===== src/serial_link_pkg.sv =====
// Serial link shared definitions
// Payload tag, widths, default link constants and payload sizing helpers
package serial_link_pkg;

  // Kind of payload carried over the link
  typedef enum logic [1:0] {
    TagNone   = 2'd0,
    TagData   = 2'd1,
    TagCredit = 2'd2
  } tag_e;

  // Credit counts and the credit field share this width
  localparam int CreditWidth = 3;

  localparam int NumCreditsDefault = 4;
  localparam int DataWidthDefault  = 16;
  localparam int NumLanesDefault   = 4;

  // Lane clock divider configuration
  localparam int ClkDivWidth = 4;
  localparam int MaxClkDiv   = (1 << ClkDivWidth) - 1;

  // Data word, tag and credit field
  function automatic int payload_bits(input int data_width);
    return data_width + 2 + CreditWidth;
  endfunction

  // Phy words per payload, a phy word being two beats on the lanes
  function automatic int num_splits(input int data_width, input int num_lanes);
    return (payload_bits(data_width) + 2 * num_lanes - 1) / (2 * num_lanes);
  endfunction

endpackage


===== src/serial_link.sv =====
`timescale 1ns/1ns
// Single channel serial link
// Network, data link and physical layers with credit based flow control
module serial_link #(
  parameter int DataWidth  = serial_link_pkg::DataWidthDefault,
  parameter int NumLanes   = serial_link_pkg::NumLanesDefault,
  parameter int NumCredits = serial_link_pkg::NumCreditsDefault
) (
  input  logic                                clk_i,
  input  logic                                rst_n_i,
  input  logic [serial_link_pkg::ClkDivWidth-1:0] clk_div_i,
  input  logic [DataWidth-1:0]                data_i,
  input  logic                                valid_i,
  output logic                                ready_o,
  output logic [DataWidth-1:0]                data_o,
  output logic                                valid_o,
  input  logic                                ready_i,
  output logic                                ddr_clk_o,
  output logic [NumLanes-1:0]                 ddr_o,
  input  logic                                ddr_clk_i,
  input  logic [NumLanes-1:0]                 ddr_i
);

  import serial_link_pkg::*;

  localparam int PayloadBits = payload_bits(DataWidth);

  logic [PayloadBits-1:0]  tx_payload;
  logic                    tx_valid;
  logic                    tx_ready;
  logic [PayloadBits-1:0]  rx_payload;
  logic                    rx_valid;
  logic [2*NumLanes-1:0]   phy_tx_data;
  logic                    phy_tx_valid;
  logic                    phy_tx_ready;
  logic [2*NumLanes-1:0]   phy_rx_data;
  logic                    phy_rx_valid;

  ////////////////////////////////////////////////////////////
  // Network layer

  serial_link_network #(
    .DataWidth  ( DataWidth  ),
    .NumCredits ( NumCredits )
  ) i_serial_link_network (
    .clk_i        ( clk_i      ),
    .rst_n_i      ( rst_n_i    ),
    .data_i       ( data_i     ),
    .valid_i      ( valid_i    ),
    .ready_o      ( ready_o    ),
    .data_o       ( data_o     ),
    .valid_o      ( valid_o    ),
    .ready_i      ( ready_i    ),
    .tx_payload_o ( tx_payload ),
    .tx_valid_o   ( tx_valid   ),
    .tx_ready_i   ( tx_ready   ),
    .rx_payload_i ( rx_payload ),
    .rx_valid_i   ( rx_valid   )
  );

  ////////////////////////////////////////////////////////////
  // Data link layer

  serial_link_data_link #(
    .DataWidth ( DataWidth ),
    .NumLanes  ( NumLanes  )
  ) i_serial_link_data_link (
    .clk_i          ( clk_i        ),
    .rst_n_i        ( rst_n_i      ),
    .tx_payload_i   ( tx_payload   ),
    .tx_valid_i     ( tx_valid     ),
    .tx_ready_o     ( tx_ready     ),
    .rx_payload_o   ( rx_payload   ),
    .rx_valid_o     ( rx_valid     ),
    .phy_tx_data_o  ( phy_tx_data  ),
    .phy_tx_valid_o ( phy_tx_valid ),
    .phy_tx_ready_i ( phy_tx_ready ),
    .phy_rx_data_i  ( phy_rx_data  ),
    .phy_rx_valid_i ( phy_rx_valid )
  );

  ////////////////////////////////////////////////////////////
  // Physical layer

  serial_link_physical #(
    .NumLanes ( NumLanes )
  ) i_serial_link_physical (
    .clk_i          ( clk_i        ),
    .rst_n_i        ( rst_n_i      ),
    .clk_div_i      ( clk_div_i    ),
    .phy_tx_data_i  ( phy_tx_data  ),
    .phy_tx_valid_i ( phy_tx_valid ),
    .phy_tx_ready_o ( phy_tx_ready ),
    .phy_rx_data_o  ( phy_rx_data  ),
    .phy_rx_valid_o ( phy_rx_valid ),
    .ddr_clk_o      ( ddr_clk_o    ),
    .ddr_o          ( ddr_o        ),
    .ddr_clk_i      ( ddr_clk_i    ),
    .ddr_i          ( ddr_i        )
  );

endmodule


===== src/serial_link_data_link.sv =====
`timescale 1ns/1ns
// Serial link data link layer
// Splits each payload into phy words, low part first, and reassembles
// received phy words into payloads
module serial_link_data_link #(
  parameter int DataWidth = serial_link_pkg::DataWidthDefault,
  parameter int NumLanes  = serial_link_pkg::NumLanesDefault
) (
  input  logic                                             clk_i,
  input  logic                                             rst_n_i,
  input  logic [serial_link_pkg::payload_bits(DataWidth)-1:0] tx_payload_i,
  input  logic                                             tx_valid_i,
  output logic                                             tx_ready_o,
  output logic [serial_link_pkg::payload_bits(DataWidth)-1:0] rx_payload_o,
  output logic                                             rx_valid_o,
  output logic [2*NumLanes-1:0]                            phy_tx_data_o,
  output logic                                             phy_tx_valid_o,
  input  logic                                             phy_tx_ready_i,
  input  logic [2*NumLanes-1:0]                            phy_rx_data_i,
  input  logic                                             phy_rx_valid_i
);

  import serial_link_pkg::*;

  localparam int PayloadBits = payload_bits(DataWidth);
  localparam int PhyWidth    = 2 * NumLanes;
  localparam int Splits      = num_splits(DataWidth, NumLanes);
  localparam int BufBits     = Splits * PhyWidth;
  localparam int CntWidth    = (Splits > 1) ? $clog2(Splits) : 1;
  localparam logic [CntWidth-1:0] LastSplit = CntWidth'(Splits - 1);

  logic [BufBits-1:0]          tx_buf_q;
  logic [CntWidth-1:0]         tx_cnt_q;
  logic                        tx_busy_q;
  logic                        tx_accept;
  logic                        tx_beat;
  logic [BufBits+PhyWidth-1:0] rx_next;
  logic [BufBits-1:0]          rx_buf_q;
  logic [CntWidth-1:0]         rx_cnt_q;

  ////////////////////////////////////////////////////////////
  // Transmit split

  assign tx_ready_o     = !tx_busy_q;
  assign tx_accept      = tx_valid_i && tx_ready_o;
  assign tx_beat        = tx_busy_q && phy_tx_ready_i;
  assign phy_tx_valid_o = tx_busy_q;
  assign phy_tx_data_o  = tx_buf_q[PhyWidth-1:0];

  always_ff @(posedge clk_i or negedge rst_n_i) begin
    if (!rst_n_i) begin
      tx_busy_q <= 1'b0;
      tx_cnt_q  <= '0;
    end else if (tx_accept) begin
      tx_busy_q <= 1'b1;
      tx_cnt_q  <= '0;
    end else if (tx_beat) begin
      if (tx_cnt_q == LastSplit) begin
        tx_busy_q <= 1'b0;
        tx_cnt_q  <= '0;
      end else begin
        tx_cnt_q <= tx_cnt_q + 1'b1;
      end
    end
  end

  // Zero padded above the payload, shifted down one phy word per beat
  always_ff @(posedge clk_i) begin
    if (tx_accept) begin
      tx_buf_q <= BufBits'(tx_payload_i);
    end else if (tx_beat) begin
      tx_buf_q <= tx_buf_q >> PhyWidth;
    end
  end

  ////////////////////////////////////////////////////////////
  // Receive reassembly

  // New words enter at the top so the first one ends up lowest
  assign rx_next      = {phy_rx_data_i, rx_buf_q};
  assign rx_payload_o = rx_buf_q[PayloadBits-1:0];

  always_ff @(posedge clk_i) begin
    if (phy_rx_valid_i) begin
      rx_buf_q <= rx_next[BufBits+PhyWidth-1:PhyWidth];
    end
  end

  always_ff @(posedge clk_i or negedge rst_n_i) begin
    if (!rst_n_i) begin
      rx_cnt_q   <= '0;
      rx_valid_o <= 1'b0;
    end else begin
      rx_valid_o <= 1'b0;
      if (phy_rx_valid_i) begin
        if (rx_cnt_q == LastSplit) begin
          rx_cnt_q   <= '0;
          rx_valid_o <= 1'b1;
        end else begin
          rx_cnt_q <= rx_cnt_q + 1'b1;
        end
      end
    end
  end

endmodule


===== src/serial_link_network.sv =====
`timescale 1ns/1ns
// Serial link network layer
// Packs stream words into tagged payloads, tracks credits toward the peer,
// returns owed credits and buffers received words in the receive FIFO
module serial_link_network #(
  parameter int DataWidth  = serial_link_pkg::DataWidthDefault,
  parameter int NumCredits = serial_link_pkg::NumCreditsDefault
) (
  input  logic                                             clk_i,
  input  logic                                             rst_n_i,
  input  logic [DataWidth-1:0]                             data_i,
  input  logic                                             valid_i,
  output logic                                             ready_o,
  output logic [DataWidth-1:0]                             data_o,
  output logic                                             valid_o,
  input  logic                                             ready_i,
  output logic [serial_link_pkg::payload_bits(DataWidth)-1:0] tx_payload_o,
  output logic                                             tx_valid_o,
  input  logic                                             tx_ready_i,
  input  logic [serial_link_pkg::payload_bits(DataWidth)-1:0] rx_payload_i,
  input  logic                                             rx_valid_i
);

  import serial_link_pkg::*;

  localparam int PayloadBits = payload_bits(DataWidth);

  logic [CreditWidth-1:0] credit_cnt_q;
  logic [CreditWidth-1:0] credit_cnt_d;
  logic [CreditWidth-1:0] owed_cnt_q;
  logic [CreditWidth-1:0] owed_cnt_d;
  logic                   tx_free;
  logic                   send_data;
  logic                   send_credit;
  logic                   tx_load;
  logic [CreditWidth-1:0] rx_credit;
  tag_e                   rx_tag;
  logic                   fifo_push;
  logic                   fifo_pop;
  logic                   fifo_empty;
  logic                   fifo_full;

  ////////////////////////////////////////////////////////////
  // Transmit side

  // Register can take a new payload when empty or drained this cycle
  assign tx_free = !tx_valid_o || tx_ready_i;
  assign ready_o = tx_free && (credit_cnt_q != '0);

  // Data wins, a credit-only payload fills otherwise idle slots
  assign send_data   = valid_i && ready_o;
  assign send_credit = !send_data && tx_free && (owed_cnt_q != '0);
  assign tx_load     = send_data || send_credit;

  always_ff @(posedge clk_i or negedge rst_n_i) begin
    if (!rst_n_i) begin
      tx_valid_o <= 1'b0;
    end else if (tx_free) begin
      tx_valid_o <= tx_load;
    end
  end

  // Every payload carries all credits owed so far
  always_ff @(posedge clk_i) begin
    if (send_data) begin
      tx_payload_o <= {data_i, TagData, owed_cnt_q};
    end else if (send_credit) begin
      tx_payload_o <= {{DataWidth{1'b0}}, TagCredit, owed_cnt_q};
    end
  end

  ////////////////////////////////////////////////////////////
  // Receive side

  assign rx_credit = rx_payload_i[CreditWidth-1:0];
  assign rx_tag    = tag_e'(rx_payload_i[CreditWidth+:2]);
  assign fifo_push = rx_valid_i && (rx_tag == TagData);
  assign valid_o   = !fifo_empty;
  assign fifo_pop  = valid_o && ready_i;

  serial_link_recv_fifo #(
    .Depth     ( NumCredits ),
    .DataWidth ( DataWidth  )
  ) i_recv_fifo (
    .clk_i       ( clk_i                                    ),
    .rst_n_i     ( rst_n_i                                  ),
    .push_i      ( fifo_push                                ),
    .push_data_i ( rx_payload_i[PayloadBits-1-:DataWidth] ),
    .pop_i       ( fifo_pop                                 ),
    .pop_data_o  ( data_o                                   ),
    .empty_o     ( fifo_empty                               ),
    .full_o      ( fifo_full                                )
  );

  ////////////////////////////////////////////////////////////
  // Credit bookkeeping

  always_comb begin
    credit_cnt_d = credit_cnt_q;
    if (send_data) begin
      credit_cnt_d = credit_cnt_d - 1'b1;
    end
    if (rx_valid_i) begin
      credit_cnt_d = credit_cnt_d + rx_credit;
    end
    // A freed FIFO slot becomes a credit owed to the peer
    owed_cnt_d = tx_load ? '0 : owed_cnt_q;
    if (fifo_pop) begin
      owed_cnt_d = owed_cnt_d + 1'b1;
    end
  end

  always_ff @(posedge clk_i or negedge rst_n_i) begin
    if (!rst_n_i) begin
      credit_cnt_q <= CreditWidth'(NumCredits);
      owed_cnt_q   <= '0;
    end else begin
      credit_cnt_q <= credit_cnt_d;
      owed_cnt_q   <= owed_cnt_d;
    end
  end

endmodule


===== src/serial_link_physical.sv =====
`timescale 1ns/1ns
// Serial link physical layer
// Drives a divided lane clock with one half phy word per edge and
// samples the incoming lanes on detected edges of the peer clock
module serial_link_physical #(
  parameter int NumLanes = serial_link_pkg::NumLanesDefault
) (
  input  logic                                clk_i,
  input  logic                                rst_n_i,
  input  logic [serial_link_pkg::ClkDivWidth-1:0] clk_div_i,
  input  logic [2*NumLanes-1:0]               phy_tx_data_i,
  input  logic                                phy_tx_valid_i,
  output logic                                phy_tx_ready_o,
  output logic [2*NumLanes-1:0]               phy_rx_data_o,
  output logic                                phy_rx_valid_o,
  output logic                                ddr_clk_o,
  output logic [NumLanes-1:0]                 ddr_o,
  input  logic                                ddr_clk_i,
  input  logic [NumLanes-1:0]                 ddr_i
);

  import serial_link_pkg::*;

  logic [ClkDivWidth-1:0] div_cnt_q;
  logic                   tick;
  logic                   low_out_q;
  logic [NumLanes-1:0]    tx_hi_q;
  logic                   ddr_clk_in_q;
  logic                   rx_rise;
  logic                   rx_fall;
  logic [NumLanes-1:0]    rx_lo_q;
  logic [NumLanes-1:0]    rx_hi_q;

  ////////////////////////////////////////////////////////////
  // Transmit

  // Free running divider, so lane clock edges stay on its grid
  assign tick = ({1'b0, div_cnt_q} + 1'b1) >= {1'b0, clk_div_i};

  // A new word starts only on a tick with no first half on the lanes
  assign phy_tx_ready_o = tick && !low_out_q;

  always_ff @(posedge clk_i or negedge rst_n_i) begin
    if (!rst_n_i) begin
      div_cnt_q <= '0;
      low_out_q <= 1'b0;
      ddr_clk_o <= 1'b0;
      ddr_o     <= '0;
    end else if (tick) begin
      div_cnt_q <= '0;
      if (low_out_q) begin
        // Falling edge carries the upper half
        ddr_clk_o <= 1'b0;
        ddr_o     <= tx_hi_q;
        low_out_q <= 1'b0;
      end else if (phy_tx_valid_i) begin
        ddr_clk_o <= 1'b1;
        ddr_o     <= phy_tx_data_i[NumLanes-1:0];
        low_out_q <= 1'b1;
      end
    end else begin
      div_cnt_q <= div_cnt_q + 1'b1;
    end
  end

  always_ff @(posedge clk_i) begin
    if (phy_tx_ready_o && phy_tx_valid_i) begin
      tx_hi_q <= phy_tx_data_i[2*NumLanes-1:NumLanes];
    end
  end

  ////////////////////////////////////////////////////////////
  // Receive

  assign rx_rise       = ddr_clk_i && !ddr_clk_in_q;
  assign rx_fall       = !ddr_clk_i && ddr_clk_in_q;
  assign phy_rx_data_o = {rx_hi_q, rx_lo_q};

  always_ff @(posedge clk_i or negedge rst_n_i) begin
    if (!rst_n_i) begin
      ddr_clk_in_q   <= 1'b0;
      phy_rx_valid_o <= 1'b0;
    end else begin
      ddr_clk_in_q   <= ddr_clk_i;
      phy_rx_valid_o <= rx_fall;
    end
  end

  // Lanes are sampled the cycle after the edge is seen
  always_ff @(posedge clk_i) begin
    if (rx_rise) begin
      rx_lo_q <= ddr_i;
    end
    if (rx_fall) begin
      rx_hi_q <= ddr_i;
    end
  end

endmodule


===== src/serial_link_recv_fifo.sv =====
`timescale 1ns/1ns
// Serial link receive FIFO
// Circular buffer that holds received data words, one slot per credit
module serial_link_recv_fifo #(
  parameter int Depth     = 4,
  parameter int DataWidth = 16
) (
  input  logic                 clk_i,
  input  logic                 rst_n_i,
  input  logic                 push_i,
  input  logic [DataWidth-1:0] push_data_i,
  input  logic                 pop_i,
  output logic [DataWidth-1:0] pop_data_o,
  output logic                 empty_o,
  output logic                 full_o
);

  localparam int PtrWidth = (Depth > 1) ? $clog2(Depth) : 1;
  localparam int CntWidth = $clog2(Depth + 1);

  logic [DataWidth-1:0] mem_q [Depth];
  logic [PtrWidth-1:0]  wr_ptr_q;
  logic [PtrWidth-1:0]  rd_ptr_q;
  logic [CntWidth-1:0]  count_q;

  // Pointer advance with wrap for depths that are not a power of two
  function automatic logic [PtrWidth-1:0] ptr_inc(input logic [PtrWidth-1:0] ptr);
    return (ptr == PtrWidth'(Depth - 1)) ? '0 : ptr + 1'b1;
  endfunction

  assign pop_data_o = mem_q[rd_ptr_q];
  assign empty_o    = (count_q == '0);
  assign full_o     = (count_q == CntWidth'(Depth));

  always_ff @(posedge clk_i) begin
    if (push_i) begin
      mem_q[wr_ptr_q] <= push_data_i;
    end
  end

  always_ff @(posedge clk_i or negedge rst_n_i) begin
    if (!rst_n_i) begin
      wr_ptr_q <= '0;
      rd_ptr_q <= '0;
      count_q  <= '0;
    end else begin
      if (push_i) begin
        wr_ptr_q <= ptr_inc(wr_ptr_q);
      end
      if (pop_i) begin
        rd_ptr_q <= ptr_inc(rd_ptr_q);
      end
      case ({push_i, pop_i})
        2'b10:   count_q <= count_q + 1'b1;
        2'b01:   count_q <= count_q - 1'b1;
        default: count_q <= count_q;
      endcase
    end
  end

endmodule


===== config.mk =====
export PLATFORM = sky130hd
export DESIGN_NAME = serial_link
export DESIGN_NICKNAME = d
export VERILOG_FILES = /design/src/serial_link_pkg.sv /design/src/serial_link.sv /design/src/serial_link_data_link.sv /design/src/serial_link_network.sv /design/src/serial_link_physical.sv /design/src/serial_link_recv_fifo.sv
export SDC_FILE = /design/constraint.sdc
export NUM_CORES = 1
export LEC_CHECK = 0
export ABC_AREA = 1
export BUFFER_PORTS_ARGS = -buffer_cell sky130_fd_sc_hd__buf_2
export CAP_MARGIN = 40
export CORE_MARGIN = 3
export CORE_UTILIZATION = 54
export DETAILED_ROUTE_END_ITERATION = 8
export PLACE_DENSITY = 0.87
export SYNTH_ARGS = -nofsm -noshare
export SYNTH_HDL_FRONTEND = slang
export SYNTH_SLANG_ARGS = --single-unit

===== constraint.sdc =====
create_clock -name clk_i -period 2.3 [get_ports clk_i]
set_input_delay 0.115 -clock clk_i [delete_from_list [all_inputs] [get_ports clk_i]]
set_output_delay 0.115 -clock clk_i [all_outputs]
set_load 0.005 [all_outputs]

# After elaboration in Yosys (flattened, before gate mapping)
# Memory sizes are Yosys's and may differ from the RTL's.
# Index checks and enable logic that the tools add are counted.
# word_totals
ff_bits,110
latch_bits,0
ramBits,64
rom_bits,0
inputBits,29
out_inout_bits,23
memories,1
# op_classes
addsub,11
mul,0
div_mod_pow,0
n_lt_le_gt_ge,1
n_eq_ne,7
shifts,0
mux,29
n_bitwise,0
n_reduce_logical,30
# memory_table
memory,depth,width,read_ports,rd_ports_with_merged_regs,write_ports,line_no,text
i_serial_link_network.i_recv_fifo.mem_q,4,16,1,0,1,serial_link_recv_fifo.sv:21,logic [DataWidth-1:0] mem_q [Depth];
# ops
operator,count
$mux 21,4
$mux 2,6
$mux 3,4
$mux 4,3
$logic_and 1x1->1,11
$mux 1,11
$eq 2x2->1 const B,5
$reduce_bool 2->1,5
$add 2x1->2 const B,4
$logic_not 1->1,7
$add 3x1->3 const B,2
$pmux 3 s2,1
$reduce_bool 3->1,2
$sub 3x1->3 const B,2
$add 4x1->5 const B,1
$ge 5x4->1,1
$add 4x1->4 const B,1
$eq 2x1->1 const B,2
$reduce_and 2->1,2
$add 3x3->3,1
$logic_not 3->1,1
$logic_or 1x1->1,2

# Logic depth before layout (Yosys ltp)
# Gate-level depths: netlist of run 1.
# depth
ltp_word,11
mapped_depth,15

# By module
# Synthesis of run 1 repeated with hierarchy kept, for this count alone.
# unflattened
hier_cells,639
hier_area_um2,7445.9
# by_module_without_submodules
mod,instances,cells_each,area_each_um2
serial_link_recv_fifo,1,241,2996.6
serial_link_data_link,1,164,2089.5
serial_link_network,1,136,1333.8
serial_link_physical,1,98,1026.0

# Worst setup path before layout of run 1
# No wires, ideal clock.
# synth_timing
path_kind,register -> register
startpoint,register i_serial_link_physical.div_cnt_q[0]
endpoint,register i_serial_link_data_link.tx_buf_q[0] (enable)
setup_ns,0.378
arrival_time_ns,1.945
required_ns,1.922
slack_ns,-0.023
stages_incl_launch_ff,13
path_cell_list,dfrtp_1 -> ha_1 -> nor2_1 -> nor2_1 -> ha_1 -> nand2_1 -> inv_1 -> nand2_1 -> nand2_1 -> nand2_1 -> nand2_2 -> nand2_1 -> nand2_1
# synth_between
elab_chain_len,5
# synth_rtl
item,line_no,text
from (decl),serial_link_physical.sv:24,logic [ClkDivWidth-1:0] div_cnt_q;
from (signal assigned),serial_link_physical.sv:62,div_cnt_q <= div_cnt_q + 1'b1;
$add 4x1->5,serial_link_physical.sv:38,"assign tick = ({1'b0, div_cnt_q} + 1'b1) >= {1'b0, clk_div_i};"
$ge 5x4->1,serial_link_physical.sv:38,
$logic_and 1x1->1,serial_link_physical.sv:41,assign phy_tx_ready_o = tick && !low_out_q;
$logic_and 1x1->1,serial_link_data_link.sv:46,assign tx_beat = tx_busy_q && phy_tx_ready_i;
$reduce_bool 2->1 (no line),--,
to (signal assigned),serial_link_data_link.sv:70,tx_buf_q <= BufBits'(tx_payload_i);
to (signal assigned),serial_link_data_link.sv:72,tx_buf_q <= tx_buf_q >> PhyWidth;
to (decl),serial_link_data_link.sv:32,logic [BufBits-1:0] tx_buf_q;
# No other way between the ends.
# A chain may end at the register's enable or synchronous reset.

# Final worst setup path of run 1
# layout_timing
startpoint,register i_serial_link_network.credit_cnt_q[0]
endpoint,register i_serial_link_network.credit_cnt_q[2]
# layout_between
elab_chain_len,6
elab_cells_between_ends,7
cone_classes,2 x add/sub; 2 x mux; 3 x reduce/logical
# layout_rtl
item,line_no,text
from (decl),serial_link_network.sv:28,logic [CreditWidth-1:0] credit_cnt_q;
from (signal assigned),serial_link_network.sv:115,credit_cnt_q <= CreditWidth'(NumCredits);
from (signal assigned),serial_link_network.sv:118,credit_cnt_q <= credit_cnt_d;
"parallel branches: the longest is 3 deep, another holds $sub 3x1->3",--,
$mux 3 (*),serial_link_network.sv:100,if (send_data) begin
$add 3x3->3,serial_link_network.sv:104,credit_cnt_d = credit_cnt_d + rx_credit;
$mux 3 (*),serial_link_network.sv:103,if (rx_valid_i) begin
net i_serial_link_network.credit_cnt_d[2],serial_link_network.sv:29,logic [CreditWidth-1:0] credit_cnt_d;
# Mark *: on every way through the listed nets, which the timed path passes.

==> flow_summary.ini, run 1 <==
[worst_setup_path]
slowest_delay_ns = 0.41
reg2reg_slack_ns = -0.07
start_kind = flip-flop
crit_arrival_ns = 2.71
reg2reg_depth = 15
critPathKind = reg -> reg
path_cells = inv_2, ha_4, nand2_4, nand3_4, xor2_4, ha_4, inv_2, fa_2, inv_2, nand2_2, nand3_2, xor2_2, inv_1, nand2_1, nand2_1
end_kind = flip-flop
crit_fanout = 3
crit_slowest_cell = fa_2
required_ns = 2.63
worstReg2RegEnd = i_serial_link_network.credit_cnt_q[2]
r2r_start = i_serial_link_network.credit_cnt_q[0]
cp_common_cell = inv_2

[synthesis]
ys.flop_type = edfxtp_1
syn_area_mm2 = 0.00686
synthTopCellsByCount = edfxtp_1, nor2_1, inv_1
yosys.area.top_type = edfxtp_1
synth_warnings = 0
synth_cell_types = 29
synth_top_area_frac = 0.613
synth_top_cells_by_area = edfxtp_1, dfrtp_1, nor2_1
yosysSeqAreaShare = 0.736
syn_avg_cell_area_um2 = 12.9
syn-num-nets = 576
synth_edf_count = 140
async_flop_share = 0.184
syn-instance-count = 530
yosysMostFrequentCell = edfxtp_1
ys_ff_latch = 174

[routing]
antenna_left = 0
vias = 4230
wl_per_cell_um = 17.5
drt-vias-per-instance = 5.26
wl_um = 14000
drt_iter0_drc = 606
firstDrtPassIters = 5
drc = 0

[cells_and_area]
multiInputGateArea_mm2 = 0.00155
nets = 670
seq_area_mm2 = 0.00505
syn2layout_area_growth_pct = 20.8
antennaDiodeCount = 0
drive_gt1_frac = 0.225
nFillCells = 798

[clock_network]
cts.clk_slew.worst_paths_ns = 0.06
cts_tree = built
ctsHtreeMaxLevel = 4
clockRootBuffer = clkbuf_16
cts_num_sinks = 174
numCtsBuffers = 17
clk_latency_ns = 0.42
cts_buffer_depth = 2

[timing]
hold_viol_final = 0
finalCriticalPeriod_ns = 2.37
relSlewSlack = 0.510
fmax_mhz = 421
rsz0062_at_grt = yes
skew_ns = 0.00626
finalSetupViolations = 1
worst_slew_pin_slew_ns = 0.734
finalCritPeriodShare = 1.03
hold_ws_ns = 0.0217
finalSetupTns_ns = -0.0741
finalWorstSetupSlack_ns = -0.0741
drv_slew = 0

[outcome]
violations = negative setup slack
status = finished with violations

[floorplan]
io_pins = 52
start_util = 0.561
die_area_mm2 = 0.0141
rows = 40
die_h_um = 119
coreArea_mm2 = 0.0122
die_w_um = 119

[min_path]
min_from = data_i[5]
hold_path_end = i_serial_link_network.tx_payload_o[10]
hp-class = in -> reg
hold_depth = 3

[global_route]
grt_first_pass_wirelength_um = 21300
grt_overflow_total = 0
antenna_found_initial = 0
grt_max_degree = 33
grt_use_total = 0.196
first_global_vias = 4283

[run]
cap_violations = 0

[placement]
io_buffers = 51
hpwl_um = 7630
gp_congestion = 0.804

[power]
irDropWorstVdd_uv = 590
p_leak_nw = 3.41
p_per_area_mw_per_mm2 = 1360
[kinds of logic after synthesis]
logic type,Yosys count,share of synthesized area
buffers and inverters,88,0.0522
flip-flops,174,0.736
XOR/XNOR,5,0.00639
AND/OR/NAND/NOR,166,0.0989
AO/OA/AOI/OAI,67,0.0522
adder cells (fa/ha/maj),17,0.0332
multiplexers,13,0.0212
[cell usage in the layout (no fill, tap or decap), types with 3 or more instances in the layout]
| cell | synthesis | layout |
|---|---|---|
| a21oi_1 | 5 | 5 |
| buf_2 | 1 | 51 |
| buf_4 | 3 | 20 |
| bufinv_16 | 0 | 3 |
| clkbuf_16 | 0 | 18 |
| clkinv_4 | 0 | 5 |
| dfrtp_1 | 31 | 31 |
| dlygate4sd3_1 | 0 | 15 |
| edfxtp_1 | 140 | 140 |
| ha_1 | 15 | 13 |
| inv_1 | 73 | 68 |
| inv_2 | 2 | 6 |
| mux2_2 | 12 | 12 |
| nand2_1 | 64 | 59 |
| nand2_2 | 4 | 7 |
| nand3_1 | 14 | 13 |
| nand3_2 | 3 | 3 |
| nor2_1 | 77 | 76 |
| o21ai_0 | 44 | 43 |
| o22ai_1 | 16 | 16 |
[how the worst max path moves through the flow]
stage	start	end	slack, ns	cells past startpoint
2_1_floorplan	i_serial_link_physical.div_cnt_q[0]	i_serial_link_data_link.tx_buf_q[0]	0.18	12
3_3_place_gp	i_serial_link_network.credit_cnt_q[0]	i_serial_link_network.credit_cnt_q[2]	0.17	14
3_5_place_dp	i_serial_link_network.credit_cnt_q[0]	i_serial_link_network.credit_cnt_q[2]	-0.05	15
4_1_cts	i_serial_link_network.credit_cnt_q[1]	i_serial_link_network.credit_cnt_q[2]	0.005	14
5_1_grt	i_serial_link_network.credit_cnt_q[0]	i_serial_link_network.credit_cnt_q[2]	-0.11	15
6_report	i_serial_link_network.credit_cnt_q[0]	i_serial_link_network.credit_cnt_q[2]	-0.07	15
[power breakdown]
part	internal, mW	switching (mW)	total (mW)
Clock	1.70	1.15	2.85
Sequential	4.39	0.353	4.74
Combinational	1.42	2.28	3.70
Total	7.51	3.78	11.3
[per-stage QoR]
step	power, mW	cells	area, µm²	util	worst slack (ns)
finish	11.3	804	8280	0.678	-0.0741
global route	11.9	804	8280	0.678	-0.106
CTS	10.9	798	8150	0.668	0.00526
detailed placement	7.83	750	7370	0.603	-0.0544
global placement	7.59	750	7370	0.603	0.171
floorplan	6.76	530	6860	-	0.180
[flip-flops by register name (all words and copies together), names as in the netlist]
| signal | cells |
|---|---|
| i_serial_link_network.i_recv_fifo.mem_q | 64 |
| i_serial_link_data_link.rx_buf_q | 24 |
| i_serial_link_data_link.tx_buf_q | 21 |
| i_serial_link_network.tx_payload_o | 21 |
| i_serial_link_physical.ddr_o | 4 |
| i_serial_link_physical.div_cnt_q | 4 |
| i_serial_link_physical.rx_hi_q | 4 |
| i_serial_link_physical.rx_lo_q | 4 |
| i_serial_link_physical.tx_hi_q | 4 |
| i_serial_link_network.credit_cnt_q | 3 |
| i_serial_link_network.i_recv_fifo.count_q | 3 |
| i_serial_link_network.owed_cnt_q | 3 |
| i_serial_link_data_link.rx_cnt_q | 2 |
| i_serial_link_data_link.tx_cnt_q | 2 |
| i_serial_link_network.i_recv_fifo.rd_ptr_q | 2 |
| i_serial_link_network.i_recv_fifo.wr_ptr_q | 2 |
| i_serial_link_data_link.phy_tx_valid_o | 1 |
| i_serial_link_data_link.rx_valid_o | 1 |
| i_serial_link_network.tx_valid_o | 1 |
| i_serial_link_physical.ddr_clk_in_q | 1 |
| i_serial_link_physical.ddr_clk_o | 1 |
| i_serial_link_physical.low_out_q | 1 |
| i_serial_link_physical.phy_rx_valid_o | 1 |
[routing by layer]
metal / up-vias / share of wire / GRT usage
li1: 1986 / - / -
met1: 2003 / 0.38 / 0.241
met2: 212 / 0.51 / 0.328
met3: 29 / 0.076 / 0.0498
met4: 0 / 0.027 / 0.0905
met5: - / 0 / 0
[layout make-up]
cell class              instances  share of cell area
repair buffers                 88              0.0725
clock inverters                14              0.0205
inverters                      75              0.0343
flip-flops and latches        174               0.609
well taps                     168              0.0254
clock buffers                  17              0.0514
multi-input cells             268               0.187
[worst max-delay path: cells and delay by family (launching register included)]
family | cells | cell delay, ns
xor gates and xnor gates | 2 | 0.39
adders and majority gates | 3 | 0.75
and+or+nand+nor | 6 | 0.46
DFF | 1 | 0.40
buffers and inverters | 4 | 0.28
[what timing repair did]
action / in CTS / in global routing
cloned: 0 / 1
hold buffers: 15 / 0
endpoints found under the hold margin: 50 / 0
pin swaps: 5 / 6
setup endpoints to repair: 1 / 23
buffers inserted: 2 / 5
resized for setup: 11 / 14
Power figures use the tool's default switching activity.
==> run 2, diff against run 1 <==
- CORE_UTILIZATION: 54 -> 59
- PLACE_DENSITY: 0.87 -> 0.89
- clock period: 2.3 -> 2.5 ns (I/O delays scaled with it)
==> flow_summary.ini, run 2 (same netlist as run 1, synthesis figures left out) <==
[clock_network]
cts_buffer_depth = 2
cts_tree = built
ctsHtreeMaxLevel = 4
numCtsBuffers = 17
cts_num_sinks = 174
clk_latency_ns = 0.43
clockRootBuffer = clkbuf_16
cts.clk_slew.worst_paths_ns = 0.06

[worst_setup_path]
critPathKind = reg -> reg
reg2reg_slack_ns = -0.13
crit_fanout = 5
crit_arrival_ns = 2.97
reg2reg_depth = 13
required_ns = 2.85
worstReg2RegEnd = i_serial_link_network.credit_cnt_q[2]
r2r_start = i_serial_link_network.credit_cnt_q[2]
end_kind = flip-flop
start_kind = flip-flop

[cells_and_area]
fin_cells = 770
reg_top3 = i_serial_link_network.i_recv_fifo.mem_q (64), i_serial_link_data_link.rx_buf_q (24)
nFillCells = 643
fin_area_mm2 = 0.00818
final_common_cell = edfxtp_1
largest_reg_flops = 64
top_register = i_serial_link_network.i_recv_fifo.mem_q
multiInputGateArea_mm2 = 0.00149
antennaDiodeCount = 0
layout_common_cells = edfxtp_1, nor2_1, inv_1
seq_area_mm2 = 0.00505
syn2layout_area_growth_pct = 19.3
nets = 663
drive_gt1_frac = 0.200

[min_path]
hold_depth = 3
hold_path_end = i_serial_link_network.tx_payload_o[10]
hp-class = in -> reg
min_from = data_i[5]

[floorplan]
start_util = 0.619
io_pins = 52
die_area_mm2 = 0.0130
die_h_um = 114
die_w_um = 114
coreArea_mm2 = 0.0111
rows = 38

[timing]
finalWorstSetupSlack_ns = -0.125
worst_slew_pin_slew_ns = 0.747
finalCritPeriodShare = 1.05
relSlewSlack = 0.502
finalSetupViolations = 1
hold_viol_final = 0
finalCriticalPeriod_ns = 2.63
drv_slew = 0
skew_ns = 0.0144
fmax_mhz = 381

[power]
irDropWorstVdd_uv = 586
p_per_area_mw_per_mm2 = 1270
p_leak_nw = 3.40
p_total_mw = 10.4

[routing]
wl_um = 14300
firstDrtPassIters = 6
antenna_left = 0
vias = 4329
drt_iter0_drc = 623
wl_per_cell_um = 18.6
drt-vias-per-instance = 5.62
drc = 0

[global_route]
grt_first_pass_wirelength_um = 21600
grt_max_degree = 35
antenna_found_initial = 0
first_global_vias = 4334
grt_overflow_total = 0
grt_use_total = 0.219

[placement]
io_buffers = 51
gp_congestion = 0.813
placed_area_mm2 = 0.00731
hpwl_um = 7890
dp_cells = 720

[outcome]
status = finished with violations
violations = negative setup slack

[run]
cap_violations = 0
[run 2: changes by cell type in the layout (fill, tap and decap cells not counted), sizes merged]
cell         delta
buf             -7
clkinv          -6
inv             +5
bufinv          +2
clkinvlp        -1
dlygate4sd3     +1
[run 2: worst max-delay path, cell delays in order (launching register included)]
cell,delay [ns]
dfstp_2,0.53
inv_1,0.12
nand2_2,0.12
nand3_4,0.11
xor2_2,0.22
ha_1,0.18
inv_1,0.05
fa_1,0.44
nand2_1,0.15
nand3_2,0.14
xor2_2,0.25
inv_1,0.08
nand2_1,0.08
nand2_1,0.08
[run 2: metal layers]
layer / GRT usage / vias up / routed length [µm] / share of wire
li1: - / 1966 / - / -
met1: 0.268 / 2095 / 5600 / 0.39
met2: 0.374 / 228 / 7280 / 0.51
met3: 0.0525 / 40 / 945 / 0.066
met4: 0.0974 / 0 / 514 / 0.036
met5: 0 / - / 0 / 0
[run 2: per-stage QoR]
| step | setup slack (ns) | hold slack [ns] | TNS [ns] | util |
|---|---|---|---|---|
| floorplan | 0.177 | -0.171 | 0 | - |
| global placement | 0.366 | 0.200 | 0 | 0.660 |
| detailed placement | 0.177 | 0.218 | 0 | 0.660 |
| CTS | 0.0422 | 0.000661 | 0 | 0.734 |
| global route | -0.241 | 0.0183 | -0.241 | 0.738 |
| finish | -0.125 | 0.00685 | -0.125 | 0.738 |
[run 2: repair_timing]
item / CTS / global route
resized for setup: 0 / 9
hold buffers: 16 / 0
buffers inserted: 0 / 2
hold endpoints to repair: 51 / 0
endpoints found under the setup margin: 0 / 1
[run 2: power breakdown]
group | switching, mW | internal (mW)
registers | 0.292 | 4.03
logic | 2.04 | 1.11
clock network | 1.13 | 1.80
[run 2: cell type report]
type / instances / area share
sequential: 174 / 0.617
multi-input combinational: 268 / 0.182
timing repair buffer: 81 / 0.0652
clock buffer: 18 / 0.0525
inverter: 75 / 0.0344
clock inverter: 14 / 0.0277
tap: 140 / 0.0214
[run 2: worst max path at each step]
stage / slack (ns) / start / endpoint
finish: -0.13 / i_serial_link_network.credit_cnt_q[2] / i_serial_link_network.credit_cnt_q[2]
global route: -0.24 / i_serial_link_network.credit_cnt_q[1] / i_serial_link_network.credit_cnt_q[2]
CTS: 0.04 / i_serial_link_network.credit_cnt_q[1] / i_serial_link_network.credit_cnt_q[2]
detailed placement: 0.18 / i_serial_link_network.credit_cnt_q[1] / i_serial_link_network.credit_cnt_q[2]
global placement: 0.37 / i_serial_link_network.credit_cnt_q[0] / i_serial_link_network.credit_cnt_q[2]
floorplan: 0.18 / i_serial_link_physical.div_cnt_q[0] / i_serial_link_data_link.tx_buf_q[0]
==> run 3, diff against run 2 <==
- CORE_ASPECT_RATIO: not set -> 1.1
==> flow_summary.ini, run 3 (same netlist as run 1, synthesis figures left out) <==
[outcome]
status = completed

[floorplan]
coreArea_mm2 = 0.0111
die_area_mm2 = 0.0130
start_util = 0.617
die_w_um = 109
rows = 40
die_h_um = 119
io_pins = 52

[timing]
skew_ns = 0.0126
relSlewSlack = 0.496
finalCritPeriodShare = 0.985
hold_viol_final = 0
finalCriticalPeriod_ns = 2.46
worst_slew_pin_slew_ns = 0.757
finalSetupTns_ns = 0
fmax_mhz = 406
drv_slew = 0
finalSetupViolations = 0

[run]
cap_violations = 0

[clock_network]
cts.clk_slew.worst_paths_ns = 0.07
cts_tree = built
clockRootBuffer = clkbuf_16
cts_num_sinks = 174
ctsHtreeMaxLevel = 4
cts_buffer_depth = 2
clk_latency_ns = 0.43
numCtsBuffers = 17

[worst_setup_path]
crit_fanout = 3
start_kind = flip-flop
crit_slowest_cell = dfrtp_1
r2r_start = i_serial_link_network.credit_cnt_q[1]
end_kind = flip-flop
cp.buffers_inverters = 4
required_ns = 2.85
path_delay_family = adder cells
slowest_delay_ns = 0.40
critPathKind = reg -> reg
path_cells = inv_1, ha_4, nand2_2, nand3_4, xor2_2, ha_1, inv_1, fa_2, inv_2, nand2_1, nand3_1, xor2_2, inv_1, nand2_1, nand2_1
crit_start = i_serial_link_network.credit_cnt_q[1]
crit_arrival_ns = 2.81

[placement]
gp_congestion = 0.758
hpwl_um = 7680
io_buffers = 51
dp_cells = 728

[cells_and_area]
antennaDiodeCount = 0
nFillCells = 676
final_common_cell = edfxtp_1
layout_common_cells = edfxtp_1, nor2_1, inv_1
nets = 664
drive_gt1_frac = 0.201
syn2layout_area_growth_pct = 18.7
fin_cells = 778
largest_reg_flops = 64
multiInputGateArea_mm2 = 0.00149
reg_top3 = i_serial_link_network.i_recv_fifo.mem_q (64), i_serial_link_data_link.rx_buf_q (24)
top_register = i_serial_link_network.i_recv_fifo.mem_q
seq_area_mm2 = 0.00505

[global_route]
grt_use_total = 0.217
grt_overflow_total = 0
first_global_vias = 4255
antenna_found_initial = 0
grt_max_degree = 35
grt_first_pass_wirelength_um = 20900

[routing]
firstDrtPassIters = 5
antenna_left = 0
wl_per_cell_um = 17.0
drc = 0
drt_iter0_drc = 425
vias = 4251
drt-vias-per-instance = 5.46
wl_um = 13200

[power]
irDropWorstVdd_uv = 624
p_per_area_mw_per_mm2 = 1230
p_leak_nw = 3.37

[min_path]
min_from = data_i[8]
hp-class = in -> reg
==> run 3: routing by layer <==
metal  vias to the layer above  routed length (µm)  track usage
met5                         -                   0            0
met4                         0                 360        0.106
met3                        27                 889       0.0542
met2                       194                6840        0.356
met1                      2058                5110        0.267
li1                       1972                   -            -
==> run 3: through the flow <==
stage               power, mW  hold WS [ns]  worst slack, ns  instance area [µm²]   util
finish                   9.99        0.0187           0.0377                 8140  0.733
global route             10.6        0.0263          -0.0558                 8140  0.733
CTS                      9.90       0.00542           0.0403                 8110  0.730
detailed placement       7.21         0.215           0.0546                 7330  0.660
global placement         6.94         0.204            0.368                 7330  0.660
floorplan                6.22        -0.171            0.177                 6860      -
==> run 3: power by group <==
| part | internal [mW] | total (mW) | switching [mW] |
|---|---|---|---|
| Combinational | 1.10 | 3.06 | 1.95 |
| Clock | 1.43 | 2.62 | 1.19 |
| Sequential | 4.03 | 4.32 | 0.288 |
==> run 3: final timing paths <==
check                                                          to  slack (ns)  cells past startpoint
max                         i_serial_link_network.credit_cnt_q[2]        0.04                     15
min reg2reg                     i_serial_link_physical.tx_hi_q[0]        0.42                      0
min                        i_serial_link_network.tx_payload_o[13]        0.02                      3
max in group asynchronous     i_serial_link_physical.div_cnt_q[1]        1.72                      2
min in group asynchronous     i_serial_link_physical.ddr_clk_in_q        0.30                      2
max reg2reg                 i_serial_link_network.credit_cnt_q[2]        0.04                     15
==> run 3: timing repair <==
action | in CTS | in global routing
setup endpoints to repair | 1 | 1
gates resized for setup | 3 | 6
pin swaps | 0 | 3
buffers inserted | 0 | 1
endpoints found under the hold margin | 52 | 0
hold buffers | 17 | 0
==> run 3: area by class of cell <==
| type | count | area share |
|---|---|---|
| clock buffers | 17 | 0.0523 |
| clock inverters | 15 | 0.0207 |
| inverters | 75 | 0.0346 |
| multi-input cells | 268 | 0.183 |
| flip-flops and latches | 174 | 0.620 |
| well taps | 147 | 0.0226 |
| repair buffers | 82 | 0.0667 |
==> run 3: tightest hold or removal path, delay by kind of cell <==
kind | cells | cell delay [ns]
simple gates | 1 | 0.10
buf+inv | 2 | 0.10
